**src/vc_bridge_cfg.svh**
```systemverilog
/*
 * VC bridge configuration
 * Sizing of the credit-based virtual-channel link bridge
 */

`ifndef VC_BRIDGE_CFG_SVH
`define VC_BRIDGE_CFG_SVH

////////////////////////////////////////////////////////////////////////////
// channel and payload sizing
////////////////////////////////////////////////////////////////////////////

// independent NoC channels sharing the link
`define VC_NUM_CHANNELS 3

// flit payload bits, same for every channel
`define VC_FLIT_W 32

////////////////////////////////////////////////////////////////////////////
// credit flow control
////////////////////////////////////////////////////////////////////////////

// receive queue entries per channel, also the credits held after reset
`define VC_QUEUE_DEPTH 4

// credit field, must hold the full queue depth
`define VC_CRED_W 3

// pending returns that force a credit-only beat on an idle link
`define VC_FORCE_THRESH (`VC_QUEUE_DEPTH - 1)

`endif
```
**src/vc_bridge_pkg.sv**
```systemverilog
/*
 * VC bridge types
 * Flit, link beat and credit types shared by every bridge block
 */

`include "vc_bridge_cfg.svh"

package vc_bridge_pkg;

  // flit payload
  typedef logic [`VC_FLIT_W-1:0] flit_data_t;

  // channel index, up to four channels
  typedef logic [1:0] vc_id_t;

  // credit count, also used for queue fill levels
  typedef logic [`VC_CRED_W-1:0] credit_t;

  // one flit toward or from the NoC
  typedef struct packed {
    logic       valid;
    flit_data_t data;
  } vc_flit_t;

  ////////////////////////////////////////////////////////////////////////////
  // link beat, a data part and a credit part for possibly different channels
  ////////////////////////////////////////////////////////////////////////////
  typedef struct packed {
    logic       valid;
    logic       data_valid;
    vc_id_t     data_vc;
    flit_data_t data;
    vc_id_t     cred_vc;
    credit_t    credits;
  } link_beat_t;

  // credits owed to one channel
  typedef struct packed {
    vc_id_t  vc;
    credit_t credits;
  } cred_return_t;

endpackage

```
**src/vc_bridge_top.sv**
```systemverilog
/*
 * VC bridge top
 * Carries several NoC channels over one credit-controlled stream link
 */

`include "vc_bridge_cfg.svh"

module vc_bridge_top import vc_bridge_pkg::*; (
  input  logic                              clk_i,
  input  logic                              rst_i,
  // NoC channels
  input  vc_flit_t [`VC_NUM_CHANNELS-1:0]   noc_in_i,
  output logic [`VC_NUM_CHANNELS-1:0]       noc_in_ready_o,
  output vc_flit_t [`VC_NUM_CHANNELS-1:0]   noc_out_o,
  input  logic [`VC_NUM_CHANNELS-1:0]       noc_out_ready_i,
  // stream link
  output link_beat_t                        link_out_o,
  input  logic                              link_out_ready_i,
  input  link_beat_t                        link_in_i,
  output logic                              link_in_ready_o
);

  localparam int NumCh = `VC_NUM_CHANNELS;

  logic [NumCh-1:0]       lane_ready;
  logic [NumCh-1:0]       rx_data_valid;
  logic [NumCh-1:0]       rx_cred_valid;
  flit_data_t             rx_data;
  credit_t                rx_cred;
  logic [NumCh-1:0]       tx_valid;
  flit_data_t [NumCh-1:0] tx_data;
  credit_t [NumCh-1:0]    pending;
  logic [NumCh-1:0]       tx_grant;
  logic [NumCh-1:0]       cred_taken;

  // link in, split toward the lanes
  link_rx_unpack u_rx_unpack (
    .link_in_i       (link_in_i),
    .link_in_ready_o (link_in_ready_o),
    .lane_ready_i    (lane_ready),
    .rx_data_valid_o (rx_data_valid),
    .rx_cred_valid_o (rx_cred_valid),
    .rx_data_o       (rx_data),
    .rx_cred_o       (rx_cred)
  );

  for (genvar g = 0; g < NumCh; g++) begin : g_lane
    vc_lane u_lane (
      .clk_i           (clk_i),
      .rst_i           (rst_i),
      .lane_id_i       (vc_id_t'(g)),
      .noc_in_i        (noc_in_i[g]),
      .noc_in_ready_o  (noc_in_ready_o[g]),
      .noc_out_o       (noc_out_o[g]),
      .noc_out_ready_i (noc_out_ready_i[g]),
      .rx_data_valid_i (rx_data_valid[g]),
      .rx_data_i       (rx_data),
      .rx_data_ready_o (lane_ready[g]),
      .rx_cred_valid_i (rx_cred_valid[g]),
      .rx_cred_i       (rx_cred),
      .tx_valid_o      (tx_valid[g]),
      .tx_data_o       (tx_data[g]),
      .pending_o       (pending[g]),
      .tx_grant_i      (tx_grant[g]),
      .cred_taken_i    (cred_taken[g])
    );
  end

  // lanes drained onto link out
  link_tx_arbiter u_tx_arbiter (
    .clk_i            (clk_i),
    .rst_i            (rst_i),
    .tx_valid_i       (tx_valid),
    .tx_data_i        (tx_data),
    .pending_i        (pending),
    .tx_grant_o       (tx_grant),
    .cred_taken_o     (cred_taken),
    .link_out_o       (link_out_o),
    .link_out_ready_i (link_out_ready_i)
  );

endmodule

```
**src/link_tx_arbiter.sv**
```systemverilog
/*
 * Link transmit arbiter
 * Round-robin lane selection, credit attachment, credit-only beats and
 * the registered link output stage
 */

`include "vc_bridge_cfg.svh"

module link_tx_arbiter import vc_bridge_pkg::*; (
  input  logic                        clk_i,
  input  logic                        rst_i,
  input  logic [`VC_NUM_CHANNELS-1:0] tx_valid_i,
  input  flit_data_t [`VC_NUM_CHANNELS-1:0] tx_data_i,
  input  credit_t [`VC_NUM_CHANNELS-1:0]    pending_i,
  output logic [`VC_NUM_CHANNELS-1:0] tx_grant_o,
  output logic [`VC_NUM_CHANNELS-1:0] cred_taken_o,
  output link_beat_t                  link_out_o,
  input  logic                        link_out_ready_i
);

  localparam int NumCh = `VC_NUM_CHANNELS;

  vc_id_t       last_q;
  logic         data_found;
  vc_id_t       data_idx;
  cred_return_t best_cred;
  logic         force_cred;
  link_beat_t   beat_d;
  link_beat_t   beat_q;
  logic         load_en;
  logic         load;

  ////////////////////////////////////////////////////////////////////////////
  // lane selection
  ////////////////////////////////////////////////////////////////////////////

  // first valid lane after the last one granted
  always_comb begin : rr_pick
    int cand;
    data_found = 1'b0;
    data_idx   = '0;
    for (int k = 1; k <= NumCh; k++) begin
      cand = (int'(last_q) + k) % NumCh;
      if (!data_found && tx_valid_i[cand]) begin
        data_found = 1'b1;
        data_idx   = vc_id_t'(cand);
      end
    end
  end

  // largest pending count wins, strict compare keeps the lowest index on a tie
  always_comb begin : cred_pick
    best_cred = '0;
    for (int i = 0; i < NumCh; i++) begin
      if (pending_i[i] > best_cred.credits) begin
        best_cred.vc      = vc_id_t'(i);
        best_cred.credits = pending_i[i];
      end
    end
  end

  assign force_cred = (best_cred.credits != '0) &&
                      (best_cred.credits >= credit_t'(`VC_FORCE_THRESH));

  always_comb begin : beat_build
    beat_d.valid      = data_found | force_cred;
    beat_d.data_valid = data_found;
    beat_d.data_vc    = data_idx;
    beat_d.data       = tx_data_i[data_idx];
    beat_d.cred_vc    = best_cred.vc;
    beat_d.credits    = best_cred.credits;
  end

  ////////////////////////////////////////////////////////////////////////////
  // output register
  ////////////////////////////////////////////////////////////////////////////

  // load only into an empty or draining register
  assign load_en = ~beat_q.valid | link_out_ready_i;
  assign load    = load_en & beat_d.valid;

  always_comb begin : handshake_back
    tx_grant_o   = '0;
    cred_taken_o = '0;
    if (load && data_found) begin
      tx_grant_o[data_idx] = 1'b1;
    end
    if (load && (best_cred.credits != '0)) begin
      cred_taken_o[best_cred.vc] = 1'b1;
    end
  end

  always_ff @(posedge clk_i) begin
    if (rst_i) begin
      beat_q.valid <= 1'b0;
      last_q       <= vc_id_t'(NumCh - 1);
    end else begin
      if (load_en) begin
        beat_q <= beat_d;
      end
      if (load && data_found) begin
        last_q <= data_idx;
      end
    end
  end

  assign link_out_o = beat_q;

  a_link_stable: assert property (@(posedge clk_i) disable iff (rst_i)
    link_out_o.valid && !link_out_ready_i |=> $stable(link_out_o))
    else $error("link beat changed under back-pressure");

endmodule

```
**src/vc_lane.sv**
```systemverilog
/*
 * Virtual-channel lane
 * Receive queue toward the NoC, transmit holding register, credit counter
 * and the count of credits owed back to the far end
 */

`include "vc_bridge_cfg.svh"

module vc_lane import vc_bridge_pkg::*; (
  input  logic       clk_i,
  input  logic       rst_i,
  input  vc_id_t     lane_id_i,
  // NoC side
  input  vc_flit_t   noc_in_i,
  output logic       noc_in_ready_o,
  output vc_flit_t   noc_out_o,
  input  logic       noc_out_ready_i,
  // from the link unpacker
  input  logic       rx_data_valid_i,
  input  flit_data_t rx_data_i,
  output logic       rx_data_ready_o,
  input  logic       rx_cred_valid_i,
  input  credit_t    rx_cred_i,
  // toward the link arbiter
  output logic       tx_valid_o,
  output flit_data_t tx_data_o,
  output credit_t    pending_o,
  input  logic       tx_grant_i,
  input  logic       cred_taken_i
);

  localparam int      PtrW  = $clog2(`VC_QUEUE_DEPTH);
  localparam credit_t Depth = credit_t'(`VC_QUEUE_DEPTH);

  flit_data_t      queue_mem [`VC_QUEUE_DEPTH];
  logic [PtrW-1:0] wr_ptr_q;
  logic [PtrW-1:0] rd_ptr_q;
  credit_t         fill_q;
  logic            push;
  logic            pop;

  credit_t         pending_q;

  logic            hold_valid_q;
  logic            hold_valid_d;
  logic            in_ready_q;
  logic            take_in;
  flit_data_t      hold_data_q;

  credit_t         credit_q;
  credit_t         cred_add;

  function automatic logic [PtrW-1:0] next_ptr(input logic [PtrW-1:0] ptr);
    if (ptr == PtrW'(`VC_QUEUE_DEPTH - 1)) begin
      return '0;
    end
    return ptr + 1'b1;
  endfunction

  ////////////////////////////////////////////////////////////////////////////
  // receive queue, link to NoC
  ////////////////////////////////////////////////////////////////////////////

  assign rx_data_ready_o = (fill_q != Depth);
  assign push            = rx_data_valid_i & rx_data_ready_o;
  assign noc_out_o.valid = (fill_q != '0);
  assign noc_out_o.data  = queue_mem[rd_ptr_q];
  assign pop             = noc_out_o.valid & noc_out_ready_i;

  always_ff @(posedge clk_i) begin
    if (push) begin
      queue_mem[wr_ptr_q] <= rx_data_i;
    end
  end

  always_ff @(posedge clk_i) begin
    if (rst_i) begin
      wr_ptr_q <= '0;
      rd_ptr_q <= '0;
      fill_q   <= '0;
    end else begin
      if (push) begin
        wr_ptr_q <= next_ptr(wr_ptr_q);
      end
      if (pop) begin
        rd_ptr_q <= next_ptr(rd_ptr_q);
      end
      fill_q <= fill_q + credit_t'(push) - credit_t'(pop);
    end
  end

  // every pop frees one slot the far end may reuse
  always_ff @(posedge clk_i) begin
    if (rst_i) begin
      pending_q <= '0;
    end else if (cred_taken_i) begin
      pending_q <= credit_t'(pop);
    end else if (pop) begin
      pending_q <= pending_q + 1'b1;
    end
  end

  assign pending_o = pending_q;

  ////////////////////////////////////////////////////////////////////////////
  // transmit side, NoC to link
  ////////////////////////////////////////////////////////////////////////////

  assign take_in      = noc_in_i.valid & in_ready_q;
  assign hold_valid_d = take_in | (hold_valid_q & ~tx_grant_i);

  // registered ready, low through reset
  always_ff @(posedge clk_i) begin
    if (rst_i) begin
      hold_valid_q <= 1'b0;
      in_ready_q   <= 1'b0;
    end else begin
      hold_valid_q <= hold_valid_d;
      in_ready_q   <= ~hold_valid_d;
    end
  end

  always_ff @(posedge clk_i) begin
    if (take_in) begin
      hold_data_q <= noc_in_i.data;
    end
  end

  assign noc_in_ready_o = in_ready_q;

  // credits mirror the free slots of the far-end queue
  assign cred_add = rx_cred_valid_i ? rx_cred_i : '0;

  always_ff @(posedge clk_i) begin
    if (rst_i) begin
      credit_q <= Depth;
    end else begin
      credit_q <= credit_q + cred_add - credit_t'(tx_grant_i);
    end
  end

  assign tx_valid_o = hold_valid_q & (credit_q != '0);
  assign tx_data_o  = hold_data_q;

  // far end sends only against credit, so data never meets a full queue
  a_no_write_full: assert property (@(posedge clk_i) disable iff (rst_i)
    rx_data_valid_i |-> rx_data_ready_o)
    else $error("lane %0d: data delivered to a full receive queue", lane_id_i);

  a_credit_bound: assert property (@(posedge clk_i) disable iff (rst_i)
    credit_q <= Depth)
    else $error("lane %0d: credit count above queue depth", lane_id_i);

endmodule

```
**src/link_rx_unpack.sv**
```systemverilog
/*
 * Link receive unpacker
 * Splits each incoming beat into a data delivery and a credit delivery
 */

`include "vc_bridge_cfg.svh"

module link_rx_unpack import vc_bridge_pkg::*; (
  input  link_beat_t                  link_in_i,
  output logic                        link_in_ready_o,
  input  logic [`VC_NUM_CHANNELS-1:0] lane_ready_i,
  output logic [`VC_NUM_CHANNELS-1:0] rx_data_valid_o,
  output logic [`VC_NUM_CHANNELS-1:0] rx_cred_valid_o,
  output flit_data_t                  rx_data_o,
  output credit_t                     rx_cred_o
);

  localparam int NumCh = `VC_NUM_CHANNELS;

  logic [NumCh-1:0] data_sel;
  logic [NumCh-1:0] cred_sel;
  logic             target_ready;

  // one-hot channel decode for both halves of the beat
  always_comb begin : vc_decode
    for (int i = 0; i < NumCh; i++) begin
      data_sel[i] = (link_in_i.data_vc == vc_id_t'(i));
      cred_sel[i] = (link_in_i.cred_vc == vc_id_t'(i));
    end
  end

  assign target_ready = |(data_sel & lane_ready_i);

  // only a data beat toward a full queue stalls, credits always sink
  assign link_in_ready_o = ~link_in_i.data_valid | target_ready;

  assign rx_data_valid_o = {NumCh{link_in_i.valid & link_in_i.data_valid}} & data_sel;
  assign rx_cred_valid_o = {NumCh{link_in_i.valid & link_in_ready_o}} & cred_sel;

  assign rx_data_o = link_in_i.data;
  assign rx_cred_o = link_in_i.credits;

  // far-end arbiter only ever names lanes that exist
  always_comb begin : vc_range_check
    if (link_in_i.valid) begin
      assert ((int'(link_in_i.data_vc) < NumCh) && (int'(link_in_i.cred_vc) < NumCh))
        else $error("link beat names a channel beyond %0d", NumCh - 1);
    end
  end

endmodule

```
**config.mk**
```make
export PLATFORM = sky130hd
export DESIGN_NAME = vc_bridge_top
export DESIGN_NICKNAME = d
export VERILOG_FILES = /design/src/vc_bridge_pkg.sv /design/src/vc_bridge_top.sv /design/src/link_tx_arbiter.sv /design/src/vc_lane.sv /design/src/link_rx_unpack.sv
export VERILOG_INCLUDE_DIRS = /design/src
export SDC_FILE = /design/constraint.sdc
export NUM_CORES = 1
export LEC_CHECK = 0
export BUFFER_PORTS_ARGS = -buffer_cell sky130_fd_sc_hd__buf_2
export CAP_MARGIN = 20
export CORE_UTILIZATION = 45
export CTS_BUF_LIST = sky130_fd_sc_hd__clkbuf_2 sky130_fd_sc_hd__clkbuf_4 sky130_fd_sc_hd__clkbuf_8
export DETAILED_ROUTE_END_ITERATION = 8
export PLACE_DENSITY = 0.7
export SLEW_MARGIN = 15
export SYNTH_ARGS = -nofsm -noshare
export SYNTH_HDL_FRONTEND = slang
export SYNTH_SLANG_ARGS = --single-unit
```
**constraint.sdc**
```tcl
create_clock -name clk_i -period 4.5 [get_ports clk_i]
set_input_delay 0.225 -clock clk_i [delete_from_list [all_inputs] [get_ports clk_i]]
set_output_delay 0.225 -clock clk_i [all_outputs]
set_load 0.01 [all_outputs]
```
==> impl_metrics.yaml, run 1 <==
yosys:
  syn_area_um2: 22060
  synth_common_cells: "edfxtp_1 (520), mux4_2 (96), nor2_1 (76)"
  synth_cell_types: 71
  syn-instance-count: 1138
  yosysWarningCount: 0
  synth_top_cells_by_area: "edfxtp_1 (71%), mux4_2 (9.8%), dfxtp_1 (4.9%)"
  synth-seq-cells: 574
  synth_nets: 1332
  synth_top_area_share_pct: 70.79
  yosys.area.top_type: "edfxtp_1"
  yosysMostFrequentCell: "edfxtp_1"
  ys.flop_type: "edfxtp_1"
  syn_area_per_cell_um2: 19.38
  synth-async-reset-ratio_pct: 0
  synth_edf_count: 520
  yosysSeqAreaShare_pct: 75.69
power:
  comb_power_share_pct: 18.9
  ir_worst_vdd_mv: 0.4138
  p_clk_share_pct: 33.1
  p_leak_nw: 9.710
  switching_share_pct: 27.33
  power.total_mw: 13.44
  p_per_area_nw_per_um2: 491.5
  intPower_mw: 9.767
  seqPwrFrac_pct: 48.0
  p_switching_mw: 3.673
global_route:
  grt.total_usage_pct: 20.07
  grt_pass1_vias: 12850
  grt_first_pass_wirelength_um: 74730
  grt_max_degree: 67
  antenna_found_initial: 5
  gr-total-overflow: 0
critical_path:
  crit_type: "flop to flop"
  crit_fanout: 9
  crit_path_end_kind: "flop"
  crit_chain: "inv_1 -> ha_1 -> or2b_2 -> nand2_1 -> inv_1 -> ha_1 -> and3_2 -> a21oi_2 -> mux2i_1 -> inv_1 -> ha_1 -> and3b_4 -> o21ai_4 -> nor2_1 -> o31ai_4 -> o21ai_4 -> a211oi_2 -> nor3_1"
  slowest_delay_ns: 0.34
  startpoint_type: "flop"
  cp_slowest_cell: "dfxtp_1"
  required_ns: 5.01
  arrival_ns: 4.47
sta:
  slew_violations: 0
  max_slew_margin_pct: 27.72
  final-setup-viol-count: 0
  rsz0062_at_grt: "false"
  fmax_ghz: 0.2523
  hold_viol_final: 0
  period_minus_slack_ns: 3.963
  tightest_slew_ns: 1.084
  final.setup.tns_ns: 0
  hold-worst-slack_ns: 0.05757
  min_period_over_period_pct: 88.07
  fin_skew_ns: 0.02118
detailed_routing:
  via_per_inst: 5.252
  postRouteAntennaNets: 0
  drt_iter0_markers: 670
  vias: 12130
  dr.pass1.iters: 5
  wl_um: 49570
  post_drt_wl_per_cell_um: 21.46
  drc_errors: 0
cells_and_area:
  drive_gt1_share_pct: 35.38
  final_core_util_pct: 56.92
  syn2layout_area_growth_pct: 23.97
  nNetsFinal: 1819
  instances_no_fill: 2310
  num-fill-cells: 3564
placement:
  dp_cells: 2010
  place_congestion: 0.7653
  numPortBuffers: 289
  place_hpwl_um: 27830
floorplan:
  die_y_um: 223.4
  pin_count: 290
  dieArea_um2: 49910
  start_util_pct: 45.91
  fp.dieW_um: 223.4
  fp.coreArea_um2: 48050
  rows: 80
clock_network:
  clkTransAtPathRegs_ns: 0.06
  clockBufferDepth: 3
  insertion_delay_ns: 0.66
  cts_sinks: 574
  cts_buffers: 92
  htreeDepth: 3
  cts_root_buf: "clkbuf_8"
  cts_tree: "yes"
job:
  cap_violations: 0
worst_hold_path:
  worstHoldPathType: "input pin to flop"
status:
  status: "complete, no violations"
-- critical path: cells and delay by family (launching register included) --
kind,cells,cell delay [ns]
AO/OA/AOI/OAI,5,1.23
AND/OR/NAND/NOR,6,1.06
adder cells (fa/ha/maj),3,0.69
flip-flops,1,0.34
multiplexers,1,0.30
buffers and inverters,3,0.21
-- power groups by stage --
| stage | sequential [mW] | combinational (mW) | clock [mW] |
|---|---|---|---|
| finish | 6.45 | 2.54 | 4.44 |
| global route | 6.50 | 2.79 | 4.76 |
| CTS | 6.46 | 2.56 | 4.52 |
| detailed placement | 6.57 | 2.46 | 0 |
| global placement | 6.56 | 2.40 | 0 |
| floorplan | 6.40 | 1.75 | 0 |
-- logic make-up after synthesis --
group,share of synthesized area (%)
fa+ha+maj,2.972
flops,75.69
mux,11.68
xor+xnor,0.5956
simple gates,4.095
compound gates,3.046
buf+inv,1.917
-- cell usage in the layout, fill, tap and decap left out, types with 5 or more instances in the layout --
cell type / synthesis / layout
nand2_1: 24 / 24
dfxtp_2: 0 / 6
clkbuf_4: 0 / 40
nor3_1: 16 / 16
clkbuf_8: 1 / 96
dfxtp_1: 54 / 48
fa_1: 6 / 6
and2_1: 19 / 7
mux2i_1: 40 / 40
xnor2_1: 8 / 8
buf_2: 14 / 289
buf_4: 5 / 10
edfxtp_1: 520 / 520
nand2b_1: 5 / 5
clkinvlp_4: 0 / 5
nand3_1: 9 / 9
inv_1: 46 / 46
clkinv_1: 1 / 13
mux4_2: 96 / 96
a21oi_1: 48 / 48
nor2b_1: 9 / 9
dlygate4sd3_1: 0 / 136
and2_2: 0 / 12
xor2_1: 7 / 7
nor2_1: 76 / 75
ha_1: 42 / 42
-- path summary, 6_finish.rpt --
kind,from,cells after the start,slack [ns],end
max,g_lane[0].u_lane.pending_o[0],18,0.54,g_lane[0].u_lane.pending_o[1]
min,link_in_i[0],4,0.06,g_lane[1].u_lane.credit_q[0]
max reg2reg,g_lane[0].u_lane.pending_o[0],18,0.54,g_lane[0].u_lane.pending_o[1]
min reg2reg,g_lane[2].u_lane.rd_ptr_q[1],2,0.47,flop
-- state kept, by name, indices dropped and copies added, names as in the netlist, named ones only --
register and cells:
u_tx_arbiter.link_out_o 41, g_lane.u_lane.noc_in_ready_o 3, g_lane.u_lane.credit_q 9, g_lane.u_lane.hold_valid_q 3, u_tx_arbiter.last_q 2, g_lane.u_lane.wr_ptr_q 6, g_lane.u_lane.pending_o 9, g_lane.u_lane.tx_data_o 96
g_lane.u_lane.rd_ptr_q 6, g_lane.u_lane.fill_q 9, g_lane.u_lane.queue_mem 384
-- layout make-up --
type	count	area [µm²]	share of cell area [%]
antenna	2	5.005	0.01830
clock buffer	136	1622	5.930
sequential	574	16700	61.08
multi-input combinational	473	4976	18.20
inverter	49	183.9	0.6726
timing repair buffer	435	2883	10.54
tap	615	769.5	2.814
clock inverter	26	203.9	0.7458
-- routing by layer --
metal,global-route usage (%),vias up,routed length [µm]
li1,-,5449,-
met1,23.97,6153,19490
met2,34.53,436,25290
met3,6.374,88,3640
met4,6.341,6,1113
met5,0,-,36
-- metrics by stage --
| stage | cell area [µm²] | setup slack, ns |
|---|---|---|
| after floorplan | 22060 | 0.9676 |
| after global placement | 24150 | 0.6544 |
| after detailed placement | 24150 | 0.5397 |
| after CTS | 27340 | 0.5369 |
| after global routing | 27340 | 0.2951 |
| final | 27350 | 0.5367 |
-- repair_timing --
action | in CTS | in global routing
hold buffers | 136 | 0
resized for setup | 0 | 0
buffers inserted | 0 | 0
endpoints found under the hold margin | 491 | 0
(Power assumes the default switching activity.)
==> run 2: changes to the inputs <==
--- a/config.mk
+++ b/config.mk
@@ -11,7 +11,9 @@
 export CORE_UTILIZATION = 45
 export CTS_BUF_LIST = sky130_fd_sc_hd__clkbuf_2 sky130_fd_sc_hd__clkbuf_4 sky130_fd_sc_hd__clkbuf_8
 export DETAILED_ROUTE_END_ITERATION = 8
+export GPL_TIMING_DRIVEN = 0
 export PLACE_DENSITY = 0.7
+export SKIP_LAST_GASP = 1
 export SLEW_MARGIN = 15
 export SYNTH_ARGS = -nofsm -noshare
 export SYNTH_HDL_FRONTEND = slang
==> impl_metrics.yaml, run 2 (synthesized netlist as in run 1, its figures left out) <==
placement:
  place_congestion: 0.7940
  place_hpwl_um: 32830
  dp_slack_ns: 0.4837
  dp_cells: 2057
  numPortBuffers: 288
  placed_area_um2: 24680
cells_and_area:
  instances_no_fill: 2368
  nNetsFinal: 1870
  design_area_um2: 28040
  syn2layout_area_growth_pct: 27.10
  largest_register_ffs: 384
  top_register: "g_lane.u_lane.queue_mem"
  layout_commonest_cell: "edfxtp_1"
  num-fill-cells: 3530
  final_core_util_pct: 58.35
  mostFrequentLayoutCells: "edfxtp_1 (520), buf_2 (302), dlygate4sd3_1 (136), clkbuf_8 (102), mux4_2 (96)"
  drive_gt1_share_pct: 36.21
clock_network:
  cts_root_buf: "clkbuf_8"
  cts_sinks: 574
  clockBufferDepth: 3
  clkTransAtPathRegs_ns: 0.06
  cts_buffers: 94
  cts_tree: "yes"
  insertion_delay_ns: 0.67
  htreeDepth: 3
sta:
  hold_viol_final: 0
  fin_skew_ns: 0.04073
  tightest_slew_ns: 0.8397
  final.setup.tns_ns: 0
  slew_violations: 0
  period_minus_slack_ns: 4.272
  fmax_ghz: 0.2341
  max_slew_margin_pct: 44.02
  final-setup-viol-count: 0
  hold-worst-slack_ns: 0.07065
  min_period_over_period_pct: 94.94
  fin_ws_ns: 0.2276
critical_path:
  arrival_ns: 4.80
  crit_fanout: 8
  critical_path_buf_inv_count: 6
  crit_path_end_kind: "flop"
  slowest_delay_ns: 0.56
  required_ns: 5.02
  crit_chain: "inv_1 -> ha_1 -> clkbuf_2 -> and3_1 -> a31oi_2 -> nand4_1 -> nor3b_4 -> ha_1 -> inv_1 -> ha_1 -> inv_1 -> fa_1 -> xor2_1 -> xnor2_1 -> a21oi_1 -> dlygate4sd3_1 -> o21bai_1 -> dlygate4sd3_1"
  path_delay_family: "buffers and inverters"
  crit_type: "flop to flop"
  cp_slowest_cell: "dlygate4sd3_1"
  startpoint_type: "flop"
floorplan:
  dieArea_um2: 49910
  fp.dieW_um: 223.4
  rows: 80
  start_util_pct: 45.91
  pin_count: 290
  fp.coreArea_um2: 48050
  die_y_um: 223.4
power:
  p_clk_share_pct: 33.9
  p_leak_nw: 10.03
  p_switching_mw: 3.796
  seqPwrFrac_pct: 45.5
  ir_worst_vdd_mv: 0.3184
  power.total_mw: 13.83
  switching_share_pct: 27.45
  comb_power_share_pct: 20.7
  p_per_area_nw_per_um2: 493.2
  intPower_mw: 10.03
job:
  cap_violations: 0
global_route:
  antenna_found_initial: 1
  grt_pass1_vias: 13360
  gr-usage-met3_pct: 6.071
  grt_util_met2_pct: 36.66
  use_met1_pct: 25.92
  grt_first_pass_wirelength_um: 78360
  grt.total_usage_pct: 21.19
  busiest_layer: "met2"
  gr-total-overflow: 0
  grt_max_degree: 30
detailed_routing:
  drt_iter0_markers: 1054
  postRouteAntennaNets: 0
  via_per_inst: 5.246
  vias: 12420
  drc_errors: 0
  post_drt_wl_per_cell_um: 22.07
  dr.pass1.iters: 5
  wl_um: 52270
status:
  status: "complete, no violations"
worst_hold_path:
  worstHoldPathType: "input pin to flop"
-- run 2: cell types whose count changed in the layout (fill, tap and decap cells not counted), sizes merged --
cell,previous run,this run
bufinv,2,4
clkinvlp,5,4
inv,49,50
buf,299,333
clkbuf,136,151
clkinv,19,26
-- run 2: power by group through the flow --
stage	clock network (mW)	registers, mW	logic, mW
after floorplan	0	6.40	1.75
after global placement	0	6.39	2.64
after detailed placement	0	6.39	2.72
after CTS	4.78	6.29	2.85
after global routing	5.01	6.31	3.12
final	4.68	6.29	2.86
-- run 2: timing repair --
action	CTS	global route
setup endpoints to repair	0	1
hold buffers	136	0
resized for setup	0	3
buffers inserted	0	2
endpoints found under the hold margin	517	0
-- run 2: layout make-up --
class | instances | area [µm²] | area share, %
diodes | 2 | 5.005 | 0.01785
plain buffers | 42 | 239.0 | 0.8524
clock buffers | 136 | 1653 | 5.896
clock inverters | 35 | 309.0 | 1.102
inverters | 49 | 183.9 | 0.6560
multi-input cells | 473 | 4982 | 17.77
flip-flops and latches | 574 | 16700 | 59.55
well taps | 615 | 769.5 | 2.745
repair buffers | 442 | 3198 | 11.41
-- run 2: worst register-to-register path, cell delays in order (launching register included) --
cell,delay (ns)
dfxtp_1,0.35
inv_1,0.05
ha_1,0.17
clkbuf_2,0.17
and3_1,0.21
a31oi_2,0.19
nand4_1,0.22
nor3b_4,0.30
ha_1,0.27
inv_1,0.06
ha_1,0.14
inv_1,0.05
fa_1,0.37
xor2_1,0.16
xnor2_1,0.14
a21oi_1,0.12
dlygate4sd3_1,0.56
o21bai_1,0.07
dlygate4sd3_1,0.55
-- run 2: metal layers --
layer / vias up / share of wire [%] / wire (µm)
met1: 6297 / 40 / 20820
li1: 5555 / - / -
met4: 0 / 1.9 / 986
met2: 485 / 51 / 26660
met3: 85 / 7.3 / 3805
met5: - / 0 / 0
-- run 2: path summary, 6_finish.rpt --
kind                                start                            to  slack (ns)  cells after the start
min                    noc_out_ready_i[1]  g_lane[1].u_lane.rd_ptr_q[1]        0.07                      4
min reg2reg  g_lane[1].u_lane.rd_ptr_q[1]  g_lane[1].u_lane.rd_ptr_q[1]        0.50                      2
max reg2reg        u_tx_arbiter.last_q[1]  g_lane[0].u_lane.credit_q[2]        0.23                     18
max                u_tx_arbiter.last_q[1]  g_lane[0].u_lane.credit_q[2]        0.23                     18
